## config.mk

```make
export PLATFORM = sky130hd
export DESIGN_NAME = camera_config_top
export DESIGN_NICKNAME = d
export VERILOG_FILES = /design/src/design/cam_cfg_pkg.sv /design/src/design/camera_config_top.sv /design/src/design/config_sequencer.sv /design/src/design/i2c_xfer_engine.sv /design/src/design/init_script_rom.sv
export VERILOG_INCLUDE_DIRS = /design/src /design/src/design
export SDC_FILE = /design/constraint.sdc
export NUM_CORES = 1
export LEC_CHECK = 0
export ABC_AREA = 1
export BUFFER_PORTS_ARGS = -buffer_cell sky130_fd_sc_hd__buf_2
export CORE_UTILIZATION = 62
export CTS_CLUSTER_SIZE = 16
export DETAILED_ROUTE_END_ITERATION = 8
export PLACE_DENSITY = 0.87
export SETUP_SLACK_MARGIN = 0.2
export SKIP_CTS_REPAIR_TIMING = 1
export SYNTH_ARGS = -nofsm -noshare
export SYNTH_HDL_FRONTEND = slang
export SYNTH_SLANG_ARGS = --single-unit
```

## constraint.sdc

```tcl
create_clock -name CLK_400K -period 2.9 [get_ports CLK_400K]
set_input_delay 0 -clock CLK_400K [delete_from_list [all_inputs] [get_ports CLK_400K]]
set_output_delay 0 -clock CLK_400K [all_outputs]
set_load 0.02 [all_outputs]
```

## src/design/cam_cfg_macros.svh

```systemverilog
`ifndef CAM_CFG_MACROS_SVH
`define CAM_CFG_MACROS_SVH

// sensor bus address, 7-bit form
`define CAM_I2C_ADDR     7'h36

// chip id register and its expected value
`define CAM_ID_REG       16'h300B
`define CAM_ID_VALUE     8'h88

// init script size and index width
`define CFG_SCRIPT_LEN   24
`define CFG_IDX_W        5

// clocks per quarter of an scl bit
`define I2C_QUARTER      1

// idle clocks after every transaction
`define CFG_GAP_CYCLES   3

`endif

```

## src/design/cam_cfg_pkg.sv

```systemverilog
package cam_cfg_pkg;

   // transaction kinds run by the i2c engine
   typedef enum logic [1:0] {
      OP_WRITE_REG,
      OP_SET_PTR,
      OP_READ_BYTE
   } i2c_op_e;

   typedef enum logic {
      ENTRY_WRITE,
      ENTRY_DELAY
   } entry_kind_e;

   typedef enum logic [3:0] {
      SEQ_IDLE,
      SEQ_ID_PTR,
      SEQ_ID_READ,
      SEQ_ID_CHECK,
      SEQ_FETCH,
      SEQ_WRITE,
      SEQ_DELAY,
      SEQ_GAP,
      SEQ_DONE
   } seq_state_e;

   typedef struct packed {
      i2c_op_e     op;
      logic [15:0] reg_addr;
      logic [7:0]  wdata;
   } i2c_cmd_t;

   typedef struct packed {
      entry_kind_e kind;
      logic [15:0] reg_addr;
      logic [7:0]  data;          // write data or delay count
   } script_entry_t;

endpackage

```

## src/design/camera_config_top.sv

```systemverilog
`timescale 1ns/1ps
`include "cam_cfg_macros.svh"

module camera_config_top (
   input  logic       CLK_400K,
   input  logic       RESET_N,
   output logic       i2c_scl,
   output logic       i2c_sda_low,
   input  logic       i2c_sda_in,
   output logic [7:0] sensor_id,
   output logic       camera_released
);
   import cam_cfg_pkg::*;

   logic [`CFG_IDX_W-1:0] entry_index;
   script_entry_t         entry;
   i2c_cmd_t              cmd;
   logic                  start;
   logic                  busy;
   logic                  done;
   logic                  nack;
   logic [7:0]            rdata;

   config_sequencer u_seq (
      .CLK_400K        (CLK_400K),
      .RESET_N         (RESET_N),
      .entry_index     (entry_index),
      .entry           (entry),
      .cmd             (cmd),
      .start           (start),
      .busy            (busy),
      .done            (done),
      .nack            (nack),
      .rdata           (rdata),
      .sensor_id       (sensor_id),
      .camera_released (camera_released)
   );

   init_script_rom u_rom (
      .entry_index (entry_index),
      .entry       (entry)
   );

   i2c_xfer_engine u_eng (
      .CLK_400K    (CLK_400K),
      .RESET_N     (RESET_N),
      .cmd         (cmd),
      .start       (start),
      .busy        (busy),
      .done        (done),
      .nack        (nack),
      .rdata       (rdata),
      .i2c_scl     (i2c_scl),
      .i2c_sda_low (i2c_sda_low),
      .i2c_sda_in  (i2c_sda_in)
   );

endmodule

```

## src/design/config_sequencer.sv

```systemverilog
`timescale 1ns/1ps
`include "cam_cfg_macros.svh"

module config_sequencer (
   input  logic                       CLK_400K,
   input  logic                       RESET_N,
   output logic [`CFG_IDX_W-1:0]      entry_index,
   input  cam_cfg_pkg::script_entry_t entry,
   output cam_cfg_pkg::i2c_cmd_t      cmd,
   output logic                       start,
   input  logic                       busy,
   input  logic                       done,
   input  logic                       nack,
   input  logic [7:0]                 rdata,
   output logic [7:0]                 sensor_id,
   output logic                       camera_released
);
   import cam_cfg_pkg::*;

   seq_state_e state;
   seq_state_e gap_ret;      // where to go after the gap
   logic       launched;
   logic       id_fail;
   logic [3:0] gap_cnt;
   logic [7:0] dly_cnt;
   logic       launch_ok;

   assign launch_ok = !launched && !busy;

   always_comb begin
      case (state)
         SEQ_ID_PTR:  cmd = '{op: OP_SET_PTR, reg_addr: `CAM_ID_REG, wdata: 8'h00};
         SEQ_ID_READ: cmd = '{op: OP_READ_BYTE, reg_addr: `CAM_ID_REG, wdata: 8'h00};
         default:     cmd = '{op: OP_WRITE_REG, reg_addr: entry.reg_addr, wdata: entry.data};
      endcase
   end

   always_ff @(posedge CLK_400K) begin
      if (!RESET_N) begin
         state           <= SEQ_IDLE;
         gap_ret         <= SEQ_IDLE;
         launched        <= 1'b0;
         id_fail         <= 1'b0;
         gap_cnt         <= '0;
         dly_cnt         <= '0;
         start           <= 1'b0;
         entry_index     <= '0;
         sensor_id       <= '0;
         camera_released <= 1'b0;
      end else begin
         start <= 1'b0;
         case (state)
            SEQ_IDLE: begin
               id_fail <= 1'b0;
               state   <= SEQ_ID_PTR;
            end
            SEQ_ID_PTR: begin
               if (launch_ok) begin
                  start    <= 1'b1;
                  launched <= 1'b1;
               end
               if (done) begin
                  launched <= 1'b0;
                  id_fail  <= nack;
                  gap_ret  <= SEQ_ID_READ;
                  state    <= SEQ_GAP;
               end
            end
            SEQ_ID_READ: begin
               if (launch_ok) begin
                  start    <= 1'b1;
                  launched <= 1'b1;
               end
               if (done) begin
                  launched <= 1'b0;
                  id_fail  <= id_fail | nack;
                  state    <= SEQ_ID_CHECK;
               end
            end
            SEQ_ID_CHECK: begin
               if (id_fail || rdata != `CAM_ID_VALUE) begin
                  gap_ret <= SEQ_IDLE;             // retry whole id phase
               end else begin
                  sensor_id   <= rdata;
                  entry_index <= '0;
                  gap_ret     <= SEQ_FETCH;
               end
               state <= SEQ_GAP;
            end
            SEQ_FETCH: begin
               if (entry_index == `CFG_IDX_W'(`CFG_SCRIPT_LEN)) begin
                  state <= SEQ_DONE;
               end else if (entry.kind == ENTRY_DELAY) begin
                  dly_cnt <= '0;
                  state   <= SEQ_DELAY;
               end else begin
                  state <= SEQ_WRITE;
               end
            end
            SEQ_WRITE: begin
               if (launch_ok) begin
                  start    <= 1'b1;
                  launched <= 1'b1;
               end
               if (done) begin                     // write nack ignored
                  launched    <= 1'b0;
                  entry_index <= entry_index + 1'b1;
                  gap_ret     <= SEQ_FETCH;
                  state       <= SEQ_GAP;
               end
            end
            SEQ_DELAY: begin
               if (dly_cnt == entry.data) begin
                  entry_index <= entry_index + 1'b1;
                  state       <= SEQ_FETCH;
               end else begin
                  dly_cnt <= dly_cnt + 8'd1;
               end
            end
            SEQ_GAP: begin
               if (gap_cnt == 4'(`CFG_GAP_CYCLES - 1)) begin
                  gap_cnt <= '0;
                  state   <= gap_ret;
               end else begin
                  gap_cnt <= gap_cnt + 4'd1;
               end
            end
            SEQ_DONE: camera_released <= 1'b1;    // parked here
            default:  state <= SEQ_IDLE;
         endcase
      end
   end

endmodule

```

## src/design/i2c_xfer_engine.sv

```systemverilog
`timescale 1ns/1ps
`include "cam_cfg_macros.svh"

module i2c_xfer_engine (
   input  logic                  CLK_400K,
   input  logic                  RESET_N,
   input  cam_cfg_pkg::i2c_cmd_t cmd,
   input  logic                  start,
   output logic                  busy,
   output logic                  done,
   output logic                  nack,
   output logic [7:0]            rdata,
   output logic                  i2c_scl,
   output logic                  i2c_sda_low,
   input  logic                  i2c_sda_in
);
   import cam_cfg_pkg::*;

   typedef enum logic [1:0] {
      E_IDLE,
      E_START,
      E_BITS,
      E_STOP
   } eng_state_e;

   eng_state_e state;
   i2c_cmd_t   cmd_q;        // held for the whole transaction
   logic [3:0] tick_cnt;
   logic [1:0] quarter;
   logic [3:0] bit_cnt;      // 0..7 data, 8 is the ack slot
   logic [1:0] byte_cnt;
   logic [1:0] last_byte;
   logic [7:0] shift;
   logic       samp;         // sda sampled on rising scl
   logic       q_end;
   logic       rd_byte;

   function automatic logic [7:0] tx_byte(input i2c_cmd_t c, input logic [1:0] idx);
      logic [7:0] b;
      case (idx)
         2'd0:    b = {`CAM_I2C_ADDR, c.op == OP_READ_BYTE};   // address plus r/w bit
         2'd1:    b = c.reg_addr[15:8];
         2'd2:    b = c.reg_addr[7:0];
         default: b = c.wdata;
      endcase
      return b;
   endfunction

   always_comb begin
      case (cmd_q.op)
         OP_WRITE_REG: last_byte = 2'd3;
         OP_SET_PTR:   last_byte = 2'd2;
         default:      last_byte = 2'd1;
      endcase
   end

   assign q_end   = (tick_cnt == 4'(`I2C_QUARTER - 1));
   assign rd_byte = (cmd_q.op == OP_READ_BYTE) && (byte_cnt == 2'd1);
   assign busy    = (state != E_IDLE);

   // bit timing and frame control
   always_ff @(posedge CLK_400K) begin
      if (!RESET_N) begin
         state    <= E_IDLE;
         tick_cnt <= '0;
         quarter  <= '0;
         bit_cnt  <= '0;
         byte_cnt <= '0;
         done     <= 1'b0;
         nack     <= 1'b0;
      end else begin
         done <= 1'b0;
         if (state == E_IDLE) begin
            tick_cnt <= '0;
            quarter  <= '0;
            if (start) begin
               state    <= E_START;
               bit_cnt  <= '0;
               byte_cnt <= '0;
               nack     <= 1'b0;
            end
         end else if (!q_end) begin
            tick_cnt <= tick_cnt + 4'd1;
         end else begin
            tick_cnt <= '0;
            quarter  <= quarter + 2'd1;
            if (state == E_BITS && quarter == 2'd1 && bit_cnt == 4'd8 && !rd_byte)
               nack <= nack | i2c_sda_in;     // slave ack slot
            if (quarter == 2'd3) begin
               case (state)
                  E_START: state <= E_BITS;
                  E_BITS: begin
                     if (bit_cnt == 4'd8) begin
                        bit_cnt <= '0;
                        if (byte_cnt == last_byte)
                           state <= E_STOP;
                        else
                           byte_cnt <= byte_cnt + 2'd1;
                     end else begin
                        bit_cnt <= bit_cnt + 4'd1;
                     end
                  end
                  E_STOP: begin
                     state <= E_IDLE;
                     done  <= 1'b1;
                  end
                  default: state <= E_IDLE;
               endcase
            end
         end
      end
   end

   // shift register, tx load and rx capture
   always_ff @(posedge CLK_400K) begin
      if (state == E_IDLE && start) begin
         cmd_q <= cmd;
         shift <= tx_byte(cmd, 2'd0);
      end else if (state == E_BITS && q_end) begin
         if (quarter == 2'd1)
            samp <= i2c_sda_in;
         if (quarter == 2'd3) begin
            if (bit_cnt < 4'd8)
               shift <= {shift[6:0], samp};
            else if (byte_cnt != last_byte)
               shift <= tx_byte(cmd_q, byte_cnt + 2'd1);
            else if (rd_byte)
               rdata <= shift;             // read byte complete
         end
      end
   end

   // pin decode from state and quarter
   always_comb begin
      i2c_scl     = 1'b1;
      i2c_sda_low = 1'b0;
      case (state)
         E_START: begin
            i2c_scl     = (quarter != 2'd3);
            i2c_sda_low = (quarter != 2'd0);   // sda falls while scl high
         end
         E_BITS: begin
            i2c_scl     = (quarter == 2'd1) || (quarter == 2'd2);
            i2c_sda_low = (bit_cnt < 4'd8) && !rd_byte && !shift[7];
         end
         E_STOP: begin
            i2c_scl     = (quarter != 2'd0);
            i2c_sda_low = (quarter < 2'd2);    // sda rises while scl high
         end
         default: ;
      endcase
   end

endmodule

```

## src/design/init_script_rom.sv

```systemverilog
`timescale 1ns/1ps
`include "cam_cfg_macros.svh"

module init_script_rom (
   input  logic [`CFG_IDX_W-1:0]      entry_index,
   output cam_cfg_pkg::script_entry_t entry
);
   import cam_cfg_pkg::*;

   function automatic script_entry_t wr(input logic [15:0] a, input logic [7:0] d);
      return '{kind: ENTRY_WRITE, reg_addr: a, data: d};
   endfunction

   function automatic script_entry_t dly(input logic [7:0] n);
      return '{kind: ENTRY_DELAY, reg_addr: 16'h0000, data: n};
   endfunction

   always_comb begin
      case (entry_index)
         5'd0:    entry = wr(16'h0103, 8'h01);   // software reset
         5'd1:    entry = wr(16'h0103, 8'h01);
         5'd2:    entry = dly(8'd10);
         5'd3:    entry = wr(16'h0100, 8'h00);   // standby
         5'd4:    entry = wr(16'h0100, 8'h00);
         5'd5:    entry = wr(16'h0302, 8'd24);   // pll1 multiplier
         5'd6:    entry = wr(16'h0303, 8'h00);
         5'd7:    entry = wr(16'h0304, 8'd3);    // pll1 mipi div
         5'd8:    entry = wr(16'h030e, 8'h00);
         5'd9:    entry = wr(16'h030f, 8'h04);
         5'd10:   entry = wr(16'h0312, 8'h01);
         5'd11:   entry = wr(16'h031e, 8'h0c);
         5'd12:   entry = wr(16'h3015, 8'h01);   // clock div
         5'd13:   entry = wr(16'h3808, 8'h02);   // x size 640
         5'd14:   entry = wr(16'h3809, 8'h80);
         5'd15:   entry = wr(16'h380a, 8'h01);   // y size 480
         5'd16:   entry = wr(16'h380b, 8'he0);
         5'd17:   entry = wr(16'h5018, 8'h19);   // red gain
         5'd18:   entry = wr(16'h501a, 8'h10);   // green gain
         5'd19:   entry = wr(16'h501c, 8'h17);   // blue gain
         5'd20:   entry = dly(8'd10);
         5'd21:   entry = wr(16'h5000, 8'h16);   // mwb, bpc, wpc on
         5'd22:   entry = wr(16'h5001, 8'h01);   // blc on
         5'd23:   entry = wr(16'h0100, 8'h01);   // streaming
         default: entry = dly(8'd0);
      endcase
   end

endmodule

```

==> run metrics, run 1 <==
die area=slightly below 9000 um2; post-placement cell area=between 5000 and 6000 um2; data required time of the critical path=3.20 ns; Placement Rows=33; largest family of logic cells by synthesized area=simple AND/OR/NAND/NOR gates; WL per Instance=around 13 um; Synth area leader=dfxtp_1; Synth area leaders=dfxtp_1 29%, edfxtp_1 17%, nand2_1 11%; Num CTS Buffers=9; Critical Path Sink Type=flop; Slew Viols, Final=0; RePlAce Congestion=0.886; Worst-Skew Late Latency=roughly 0.36 ns; Pwr Density=815 nW/um2; Pre-antenna DRT Iters=5; PortBufs=13; endpoints failing setup=0; clk sinks=107; H-tree levels=3; xor/xnor share of the synthesized area=0.0117; Leak=about 2.6 nW; Global Route Usage Sum=0.259; internal power=0.00280 W; number of synthesized flops with an enable pin=30; Synth Area in Compound Gates=0.111; CP max stage delay=0.38 ns; RSZ-0062 raised after global routing=no; post-synth top area share=0.294; I/O pins=14; Syn Std Cell Area=~5300 um2; floorplan core area=approximately 8200 um2; Syn Area/Cell=7.85 um2; share of layout cells above drive strength 1=0.0863; Mapped Nets=roughly 700; largest net degree at the start of global routing=24; final core occ=0.686; vias in the first global route=slightly above 4k; sequential area share after synthesis=0.465; Async SR Flop Fraction=0; Clk Tree Root Cell=clkbuf_8; HPWL Detailed=7980 um; Sw Ratio=0.390; CTS Buffer Depth=2; Starting Density=0.639; Gate power share=0.367; adder-cell share of the synthesized area=0.0619; Die W=roughly 94 um; hold crit path type=in2reg; cell count after synthesis=approximately 670; post-layout min period=around 2.5 ns; Max IR drop VDD=0.546 mV; final WL=~11000 um; TritonCTS clock tree=built; status=finished clean; final hold violations=0; flops & latches, synth=between 100 and 150; crit path max fanout=10; fin crit share=0.872; 1st-iter DRT viols=~290; DRC=0; synthesis-to-layout area growth=7.39%; Flop pwr share=0.449; overall power=about 0.0046 W; Crit Path Class=reg2reg; sw power=0.00179 W; count leader, synth=nand2_1; top post-synthesis cells by count=150 x nand2_1, 109 x inv_1, 77 x dfxtp_1; Die Span Y=about 94 um; Main synth FF type=dfxtp_1; mux contribution to synthesized area=0; FMAX=a little under 400 MHz; Avg Vias per Cell=~5.4; Synth Area in Simple Gates=0.262; crit path DAT=approximately 2.8 ns; critical path, cell by cell=or2_2 -> nor2_1 -> nand2_2 -> a21oi_4 -> buf_4 -> nand3b_1 -> nand3_1 -> buf_4 -> ha_1 -> inv_1 -> nand2_1 -> nand3_1 -> o21ai_1; first-pass GRT wire length=~18000 um; Clock Pin Slew Worst Setup and Hold Paths=0.09 ns; Clock Power Share=0.184; initial antenna violation count=0; critical path startpoint category=flop; vias=between 4k and 5k; # nets final=between 700 and 800; Antenna diodes=0; Final ANT Viol Nets=0; final instance area=5640 um2; Netlist cell types=45; slowest cell on the critical path=edfxtp_1; Max Cap Violations=0; Warnings, synthesis=0; clk_skew=0.00638 ns; GR Overflow Total=0; Tightest Pin Transition=0.823 ns; relative slew slack=0.451; setup tns final=0 ns
[logic make-up after synthesis]
group | Yosys count
compound gates | 97
flops | 107
fa+ha+maj | 26
buf+inv | 121
simple gates | 311
xor+xnor | 7
[power groups by stage]
stage          sequential (W)  clock [W]  combinational [W]
3_3_place_gp          0.00208          0            0.00162
4_1_cts               0.00206   0.000866            0.00167
5_1_grt               0.00209   0.000914            0.00190
6_report              0.00206   0.000845            0.00169
3_5_place_dp          0.00210          0            0.00166
2_1_floorplan         0.00204          0            0.00130
[placed cells by master (no fill, tap or decap), types with 4 or more instances in the layout]
cell type / Yosys / final
a211oi_1: 8 / 8
a21oi_1: 35 / 35
a31oi_1: 6 / 6
buf_2: 1 / 13
buf_4: 1 / 6
clkbuf_8: 0 / 9
dfxtp_1: 77 / 77
edfxtp_1: 30 / 30
ha_1: 26 / 26
inv_1: 109 / 108
nand2_1: 150 / 150
nand3_1: 52 / 51
nand3_2: 4 / 5
nand4_1: 6 / 6
nor2_1: 65 / 65
nor3_1: 13 / 13
o21ai_0: 22 / 22
o21ai_1: 5 / 5
o22ai_1: 4 / 4
or2_2: 7 / 7
xnor2_1: 4 / 4
[registers in the layout (all words and copies together) (netlist names), 2 cells and up]
register,flops
u_seq.state,4
u_eng.shift,8
u_seq.sensor_id,8
u_eng.rdata,8
u_rom.entry,19
u_eng.quarter,2
u_seq.entry_index,5
u_eng.cmd_q,20
u_seq.dly_cnt,8
u_eng.tick_cnt,4
u_seq.gap_ret,2
u_eng.byte_cnt,2
u_eng.bit_cnt,4
u_eng.state,2
u_seq.gap_cnt,4
[stage by stage]
step                      hold WS (ns)  instances  worst slack (ns)
final                            0.101        800             0.370
after detailed placement         0.209        782             0.333
after CTS                       -0.173        798             0.287
after global routing             0.124        800             0.229
after floorplan                 0.0989        669             0.563
after global placement           0.205        782             0.419
[worst paths after layout]
path | from | end | slack [ns] | cells past startpoint
worst max-delay path | u_eng.rdata[0]$_DFFE_PP_ | u_rom.entry[12]$_DFF_P_ | 0.37 | 13
worst min-delay path | RESET_N | u_seq.sensor_id[4]$_SDFFE_PN0P_ | 0.10 | 3
worst max register to register | u_eng.rdata[0]$_DFFE_PP_ | u_rom.entry[12]$_DFF_P_ | 0.37 | 13
worst min register to register | u_seq.launched$_SDFFE_PN0P_ | u_seq.start$_SDFF_PN0_ | 0.43 | 1
[critical path, delay by kind of cell, from the launching register on]
kind	cells	cell delay, ns
simple gates	7	1.00
compound gates	2	0.38
flops	1	0.38
fa+ha+maj	1	0.26
buf+inv	3	0.45
[cell type report]
cell class,instances,area [um2]
Clock inverter,4,23.8
Sequential cell,107,2440
Inverter,111,417
Tap cell,105,131
Clock buffer,12,158
Fill cell,666,2580
Multi-Input combinational cell,441,2350
Timing Repair Buffer,20,120
[metal layers]
layer	track usage	up-vias	wire (um)
li1	-	2213	-
met1	0.316	1982	4850
met2	0.452	113	5260
met3	0.0364	25	366
met4	0.119	0	256
met5	0	-	0
Note: power is estimated with default switching activity, not from simulation.
==> run 2, diff against run 1 <==
--- a/config.mk
+++ b/config.mk
@@ -6,7 +6,6 @@
 export SDC_FILE = /design/constraint.sdc
 export NUM_CORES = 1
 export LEC_CHECK = 0
-export ABC_AREA = 1
 export BUFFER_PORTS_ARGS = -buffer_cell sky130_fd_sc_hd__buf_2
 export CORE_UTILIZATION = 62
 export CTS_CLUSTER_SIZE = 16
==> constraint.sdc (replaced) <==
create_clock -name CLK_400K -period 2.9 [get_ports CLK_400K]
set_input_delay 0 -clock CLK_400K [delete_from_list [all_inputs] [get_ports CLK_400K]]
set_output_delay 0 -clock CLK_400K [all_outputs]
set_load 0.05 [all_outputs]
==> run 2 against run 1 <==
Wire length up 6.2%. Combinational power down 49%. Core utilization rose by 2.2 points. Fmax shrank 4.3%. Clock power increased by 2%. Clock skew up 0.013 ns. Design area up 4.3%. Critical path depth down 3. Largest cell class is now multi-input gates.
==> run metrics, run 2 <==
Netlist cell types=68; Worst-Skew Late Latency=about 0.37 ns; origin of the critical flop-to-flop path=u_seq.dly_cnt[7]$_SDFFE_PN0P_; hold crit path type=in2reg; Clk Tree Root Cell=clkbuf_8; Max IR drop VDD=0.512 mV; Avg Vias per Cell=~6.0; H-tree levels=3; Synth area leaders=dfxtp_1 29%, edfxtp_1 17%, ha_1 6.1%; largest net degree at the start of global routing=29; clk_skew=~0.019 ns; Clock Pin Slew Worst Setup and Hold Paths=about 0.12 ns; sequential area share after synthesis=0.456; count leader, synth=dfxtp_1; flops & latches, synth=approximately 110; Main synth FF type=dfxtp_1; post-synth top area share=0.288; Syn Area/Cell=roughly 9.4 um2; RePlAce Congestion=between 0.9 and 1; FMAX=between 300 and 400 MHz; final core occ=0.709; Synth area leader=dfxtp_1; CTS Buffer Depth=2; Hold Path End=u_seq.sensor_id[7]$_SDFFE_PN0P_; critical path startpoint category=flop; crit path DAT=2.91 ns; top post-synthesis cells by count=77 x dfxtp_1, 40 x nand2_1, 38 x nor2_1; 1st-iter DRT viols=approximately 200; Worst Hold Depth=2; PortBufs=13; Final ANT Viol Nets=0; max FFs per register=20; relative slew slack=0.636; vias in the first global route=4038; Starting Density=0.646; Critical Path Sink Type=flop; Syn Std Cell Area=~5400 um2; synthesis-to-layout area growth=9.76%; Top reg by flops=u_eng.cmd_q; cell count after synthesis=571; Max Cap Violations=0; Mapped Nets=600; I/O pins=14; reg-to-reg slack, setup=0.26 ns; Die W=around 95 um; Antenna diodes=0; Global Route Usage Sum=0.273; most frequent cells in the layout=69 x dfxtp_1, 39 x nand2_1, 38 x nor2_1, 35 x o21ai_0; endpoints failing setup=0; RSZ-0062 raised after global routing=no; initial antenna violation count=0; Async SR Flop Fraction=0; commonest non-fill, non-tap cell in the layout=dfxtp_1; crit path max fanout=10; first-pass GRT wire length=approximately 19000 um; Num CTS Buffers=9; Crit Path Class=reg2reg; fin crit share=0.912; vias=around 4.2k; HPWL Detailed=8150 um; Die Span Y=95.0 um; # fillers=around 600; die area=between 9000 and 10000 um2; GR Overflow Total=0; data required time of the critical path=3.17 ns; share of layout cells above drive strength 1=0.151; Warnings, synthesis=0; WL per Instance=roughly 16 um; min-delay src=RESET_N; TritonCTS clock tree=built; DRC=0; number of synthesized flops with an enable pin=30; Pre-antenna DRT Iters=5; post-layout min period=~2.6 ns; FF-to-FF End=u_rom.entry[24]$_DFF_P_; Placement Rows=33; floorplan core area=between 8000 and 9000 um2; Pwr Density=597 nW/um2; FF-to-FF path depth=10; # nets final=roughly 620; setup tns final=0 ns; final WL=between 10000 and 15000 um; Tightest Pin Transition=about 0.54 ns; clk sinks=107; Slew Viols, Final=0; Leak=approximately 2.3 nW; status=finished clean; final hold violations=0
-- run 2: per-layer routing --
layer	vias to the layer above	track usage	wire, um
li1	2074	-	-
met3	28	0.0588	516
met5	-	0	0
met1	2001	0.331	4880
met4	0	0.114	309
met2	125	0.467	5680
-- run 2: layout make-up --
cell class | instances | area, um2 | share of cell area
well taps | 105 | 131 | 0.0223
inverters | 35 | 131 | 0.0223
repair buffers | 38 | 259 | 0.0440
multi-input cells | 401 | 2720 | 0.463
clock inverters | 6 | 47.5 | 0.00809
clock buffers | 10 | 138 | 0.0234
flip-flops and latches | 107 | 2450 | 0.417
-- run 2: kinds of logic after synthesis --
logic type	count (synthesis)	share of synthesized area
mux	11	0.0208
buf+inv	63	0.0467
compound gates	136	0.170
xor+xnor	22	0.0360
flops	107	0.456
simple gates	206	0.210
fa+ha+maj	26	0.0607
-- run 2: per-stage QoR --
| stage | hold slack [ns] | instances | total power [W] | area (um2) | setup WS (ns) |
|---|---|---|---|---|---|
| 2_1_floorplan | 0.0989 | 571 | 0.00241 | 5360 | 0.392 |
| 3_3_place_gp | 0.209 | 681 | 0.00262 | 5590 | 0.245 |
| 3_5_place_dp | 0.210 | 681 | 0.00265 | 5590 | 0.183 |
| 4_1_cts | -0.174 | 697 | 0.00350 | 5770 | 0.122 |
| 5_1_grt | 0.0167 | 702 | 0.00370 | 5880 | 0.162 |
| 6_report | 0.00385 | 702 | 0.00351 | 5880 | 0.256 |
-- run 2: worst max path at each step --
stage | start | endpoint | slack [ns] | cells after the start
floorplan | u_eng.state[0]$_SDFFE_PN0P_ | u_eng.rdata[0]$_DFFE_PP_ | 0.39 | 5
global placement | u_eng.rdata[5]$_DFFE_PP_ | u_rom.entry[3]$_DFF_P_ | 0.24 | 11
detailed placement | u_eng.rdata[5]$_DFFE_PP_ | u_rom.entry[3]$_DFF_P_ | 0.18 | 11
CTS | u_eng.rdata[5]$_DFFE_PP_ | u_rom.entry[3]$_DFF_P_ | 0.12 | 11
global route | u_seq.dly_cnt[7]$_SDFFE_PN0P_ | u_rom.entry[24]$_DFF_P_ | 0.16 | 10
finish | u_seq.dly_cnt[7]$_SDFFE_PN0P_ | u_rom.entry[24]$_DFF_P_ | 0.26 | 10
-- run 2: critical path, cell delays in order (launching register included) --
cell      delay [ns]
dfxtp_1         0.35
xnor2_1         0.20
nand4_1         0.22
o211ai_1        0.33
buf_4           0.18
a21oi_1         0.09
a31oi_4         0.18
buf_4           0.21
ha_1            0.38
a21oi_1         0.11
o21ai_0         0.29
-- run 2: power breakdown --
| group | leakage [nW] | internal, W | total [W] | switching (W) |
|---|---|---|---|---|
| sequential | 0.892 | 0.00169 | 0.00178 | 0.0000932 |
| combinational | 1.27 | 0.000319 | 0.000861 | 0.000542 |
| clock | 0.0933 | 0.000344 | 0.000864 | 0.000520 |
| total | 2.26 | 0.00235 | 0.00351 | 0.00115 |
==> run 3, diff against run 2 <==
--- a/config.mk
+++ b/config.mk
@@ -6,7 +6,7 @@
 export SDC_FILE = /design/constraint.sdc
 export NUM_CORES = 1
 export LEC_CHECK = 0
-export BUFFER_PORTS_ARGS = -buffer_cell sky130_fd_sc_hd__buf_2
+export BUFFER_PORTS_ARGS = -buffer_cell sky130_fd_sc_hd__clkbuf_2
 export CORE_UTILIZATION = 62
 export CTS_CLUSTER_SIZE = 16
 export DETAILED_ROUTE_END_ITERATION = 8
==> run 3 against run 2 <==
Critical path type unchanged. Highest routed layer unchanged. Via count increased by 2.8%. Register-to-register slack improved by 0.04 ns. Global-route usage decreased by 0.41 points. Core utilization decreased by 0.21 points. Power increased by 0.47%. First-iteration DRC count increased by 36%.
==> run metrics, run 3 (synthesized netlist as in run 2, its figures left out) <==
status=finished clean; max FFs per register=20; synthesis-to-layout area growth=9.43%; CP max stage delay=0.36 ns; # nets final=between 600 and 700; I/O pins=14; Pwr Density=roughly 600 nW/um2; Final ANT Viol Nets=0; met3 Usage GRT=0.0660; Die Span Y=95.0 um; data required time of the critical path=around 3.2 ns; fin crit share=0.899; H-tree levels=3; relative slew slack=0.392; final WL=11700 um; vias=~4.3k; Max IR drop VDD=~0.47 mV; first-pass GRT wire length=~19000 um; Worst Hold Depth=2; DRC=0; Flop pwr share=0.504; WL per Instance=around 17 um; initial antenna violation count=0; HPWL Detailed=just over 8000 um; RSZ-0062 raised after global routing=no; Critical Path Most Common Cell=inv_1; Die W=between 90 and 100 um; GR Overflow Total=0; Antenna diodes=0; Tightest Pin Transition=between 0.9 and 1 ns; most frequent cells in the layout=69 x dfxtp_1, 39 x nand2_1, 38 x nor2_1, 35 x o21ai_0; share of layout cells above drive strength 1=0.144; RePlAce Congestion=about 0.90; GR Util met1=0.319; slowest cell on the critical path=dfxtp_2; final core occ=0.706; Starting Density=0.646; Clock Power Share=0.248; vias in the first global route=a little over 4k; hold crit path type=in2reg; CTS Buffer Depth=2; critical path, cell by cell=xnor2_1 -> nand4_1 -> o211ai_1 -> buf_4 -> a21oi_1 -> a31oi_4 -> inv_1 -> ha_1 -> inv_1 -> o21ai_0 -> a221oi_1 -> a21o_1; PortBufs=13; final hold violations=0; Avg Vias per Cell=between 6 and 7; Placement Rows=33; critical path depth=12; Num CTS Buffers=9; Sw Ratio=0.333; Clock Pin Slew Worst Setup and Hold Paths=0.11 ns; internal power=~0.0024 W; busiest grt layer=met2; sw power=around 0.0012 W; crit path DAT=a little under 3 ns; Leak=approximately 2.3 nW; Slew Viols, Final=0; 1st-iter DRT viols=approximately 270; min-delay src=RESET_N; Clk Tree Root Cell=clkbuf_8; clk_skew=between 0.02 and 0.025 ns; crit path max fanout=5; die area=between 9000 and 10000 um2; floorplan core area=slightly above 8000 um2; FMAX=roughly 380 MHz; commonest non-fill, non-tap cell in the layout=dfxtp_1; FF-to-FF path depth=12; Max Cap Violations=0; origin of the critical flop-to-flop path=u_seq.dly_cnt[2]$_SDFFE_PN0P_; Hold WS=around 0.2 ns; endpoints failing setup=0; Crit Path Class=reg2reg; Gate power share=0.247; Worst-Skew Late Latency=between 0.3 and 0.4 ns; post-layout min period=roughly 2.6 ns; grt met2 use=0.463; critical path startpoint category=flop; cell family with most CP delay=compound AO/OA/AOI/OAI gates; Pre-antenna DRT Iters=5; setup tns final=0 ns; Setup crit start=u_seq.dly_cnt[2]$_SDFFE_PN0P_; TritonCTS clock tree=built; Top reg by flops=u_eng.cmd_q; crit path buf inv count=3; clk sinks=107; Critical Path Sink Type=flop; largest net degree at the start of global routing=27; Global Route Usage Sum=0.269
==> run 3: cell count changes in the layout (fill, tap and decap cells not counted), sizes merged <==
| cell | change |
|---|---|
| clkinv | -1 |
| buf | -14 |
| clkinvlp | -1 |
| clkbuf | +14 |
| inv | +1 |
==> run 3: per-layer routing <==
| layer | up-vias | routed length (um) | part of all wire |
|---|---|---|---|
| met2 | 188 | 5930 | 0.51 |
| met4 | 0 | 271 | 0.023 |
| met1 | 2069 | 4830 | 0.41 |
| met5 | - | 0 | 0 |
| met3 | 28 | 696 | 0.059 |
| li1 | 2062 | - | - |
==> run 3: worst register-to-register path: cells and delay by family (launching register included) <==
| family | cells | cell delay [ns] |
|---|---|---|
| xor gates and xnor gates | 1 | 0.17 |
| DFF | 1 | 0.36 |
| AOI/OAI and AO/OA | 6 | 1.06 |
| buffers and inverters | 3 | 0.41 |
| and+or+nand+nor | 1 | 0.24 |
| adders and majority gates | 1 | 0.31 |
==> run 3: through the flow <==
| step | total power, W | setup slack, ns | cells | cell area, um2 |
|---|---|---|---|---|
| after floorplan | 0.00241 | 0.392 | 571 | 5360 |
| after global placement | 0.00260 | 0.256 | 680 | 5580 |
| after detailed placement | 0.00263 | 0.172 | 680 | 5580 |
| after CTS | 0.00349 | 0.161 | 696 | 5760 |
| after global routing | 0.00369 | 0.162 | 701 | 5860 |
| final | 0.00353 | 0.293 | 701 | 5860 |
==> run 3: power groups by stage <==
stage / Clock, W / Sequential [W] / Combinational [W]
floorplan: 0 / 0.00176 / 0.000658
global placement: 0 / 0.00180 / 0.000802
detailed placement: 0 / 0.00180 / 0.000831
CTS: 0.000885 / 0.00177 / 0.000836
global route: 0.000940 / 0.00179 / 0.000966
finish: 0.000876 / 0.00178 / 0.000873
==> run 3: final cells by class <==
cell class              instances  area [um2]
multi-input cells             401        2720
flip-flops and latches        107        2450
fillers                       600        2440
repair buffers                 37         248
clock buffers                  11         141
inverters                      35         131
well taps                     105         131
clock inverters                 5        43.8
==> run 3: path summary, 6_finish.rpt <==
kind	to	slack [ns]
worst min register to register	u_eng.rdata[4]$_DFFE_PP_	0.45
worst min-delay path	u_seq.sensor_id[7]$_SDFFE_PN0P_	0.20
worst max register to register	u_rom.entry[9]$_DFF_P_	0.29
worst max-delay path	u_rom.entry[9]$_DFF_P_	0.29
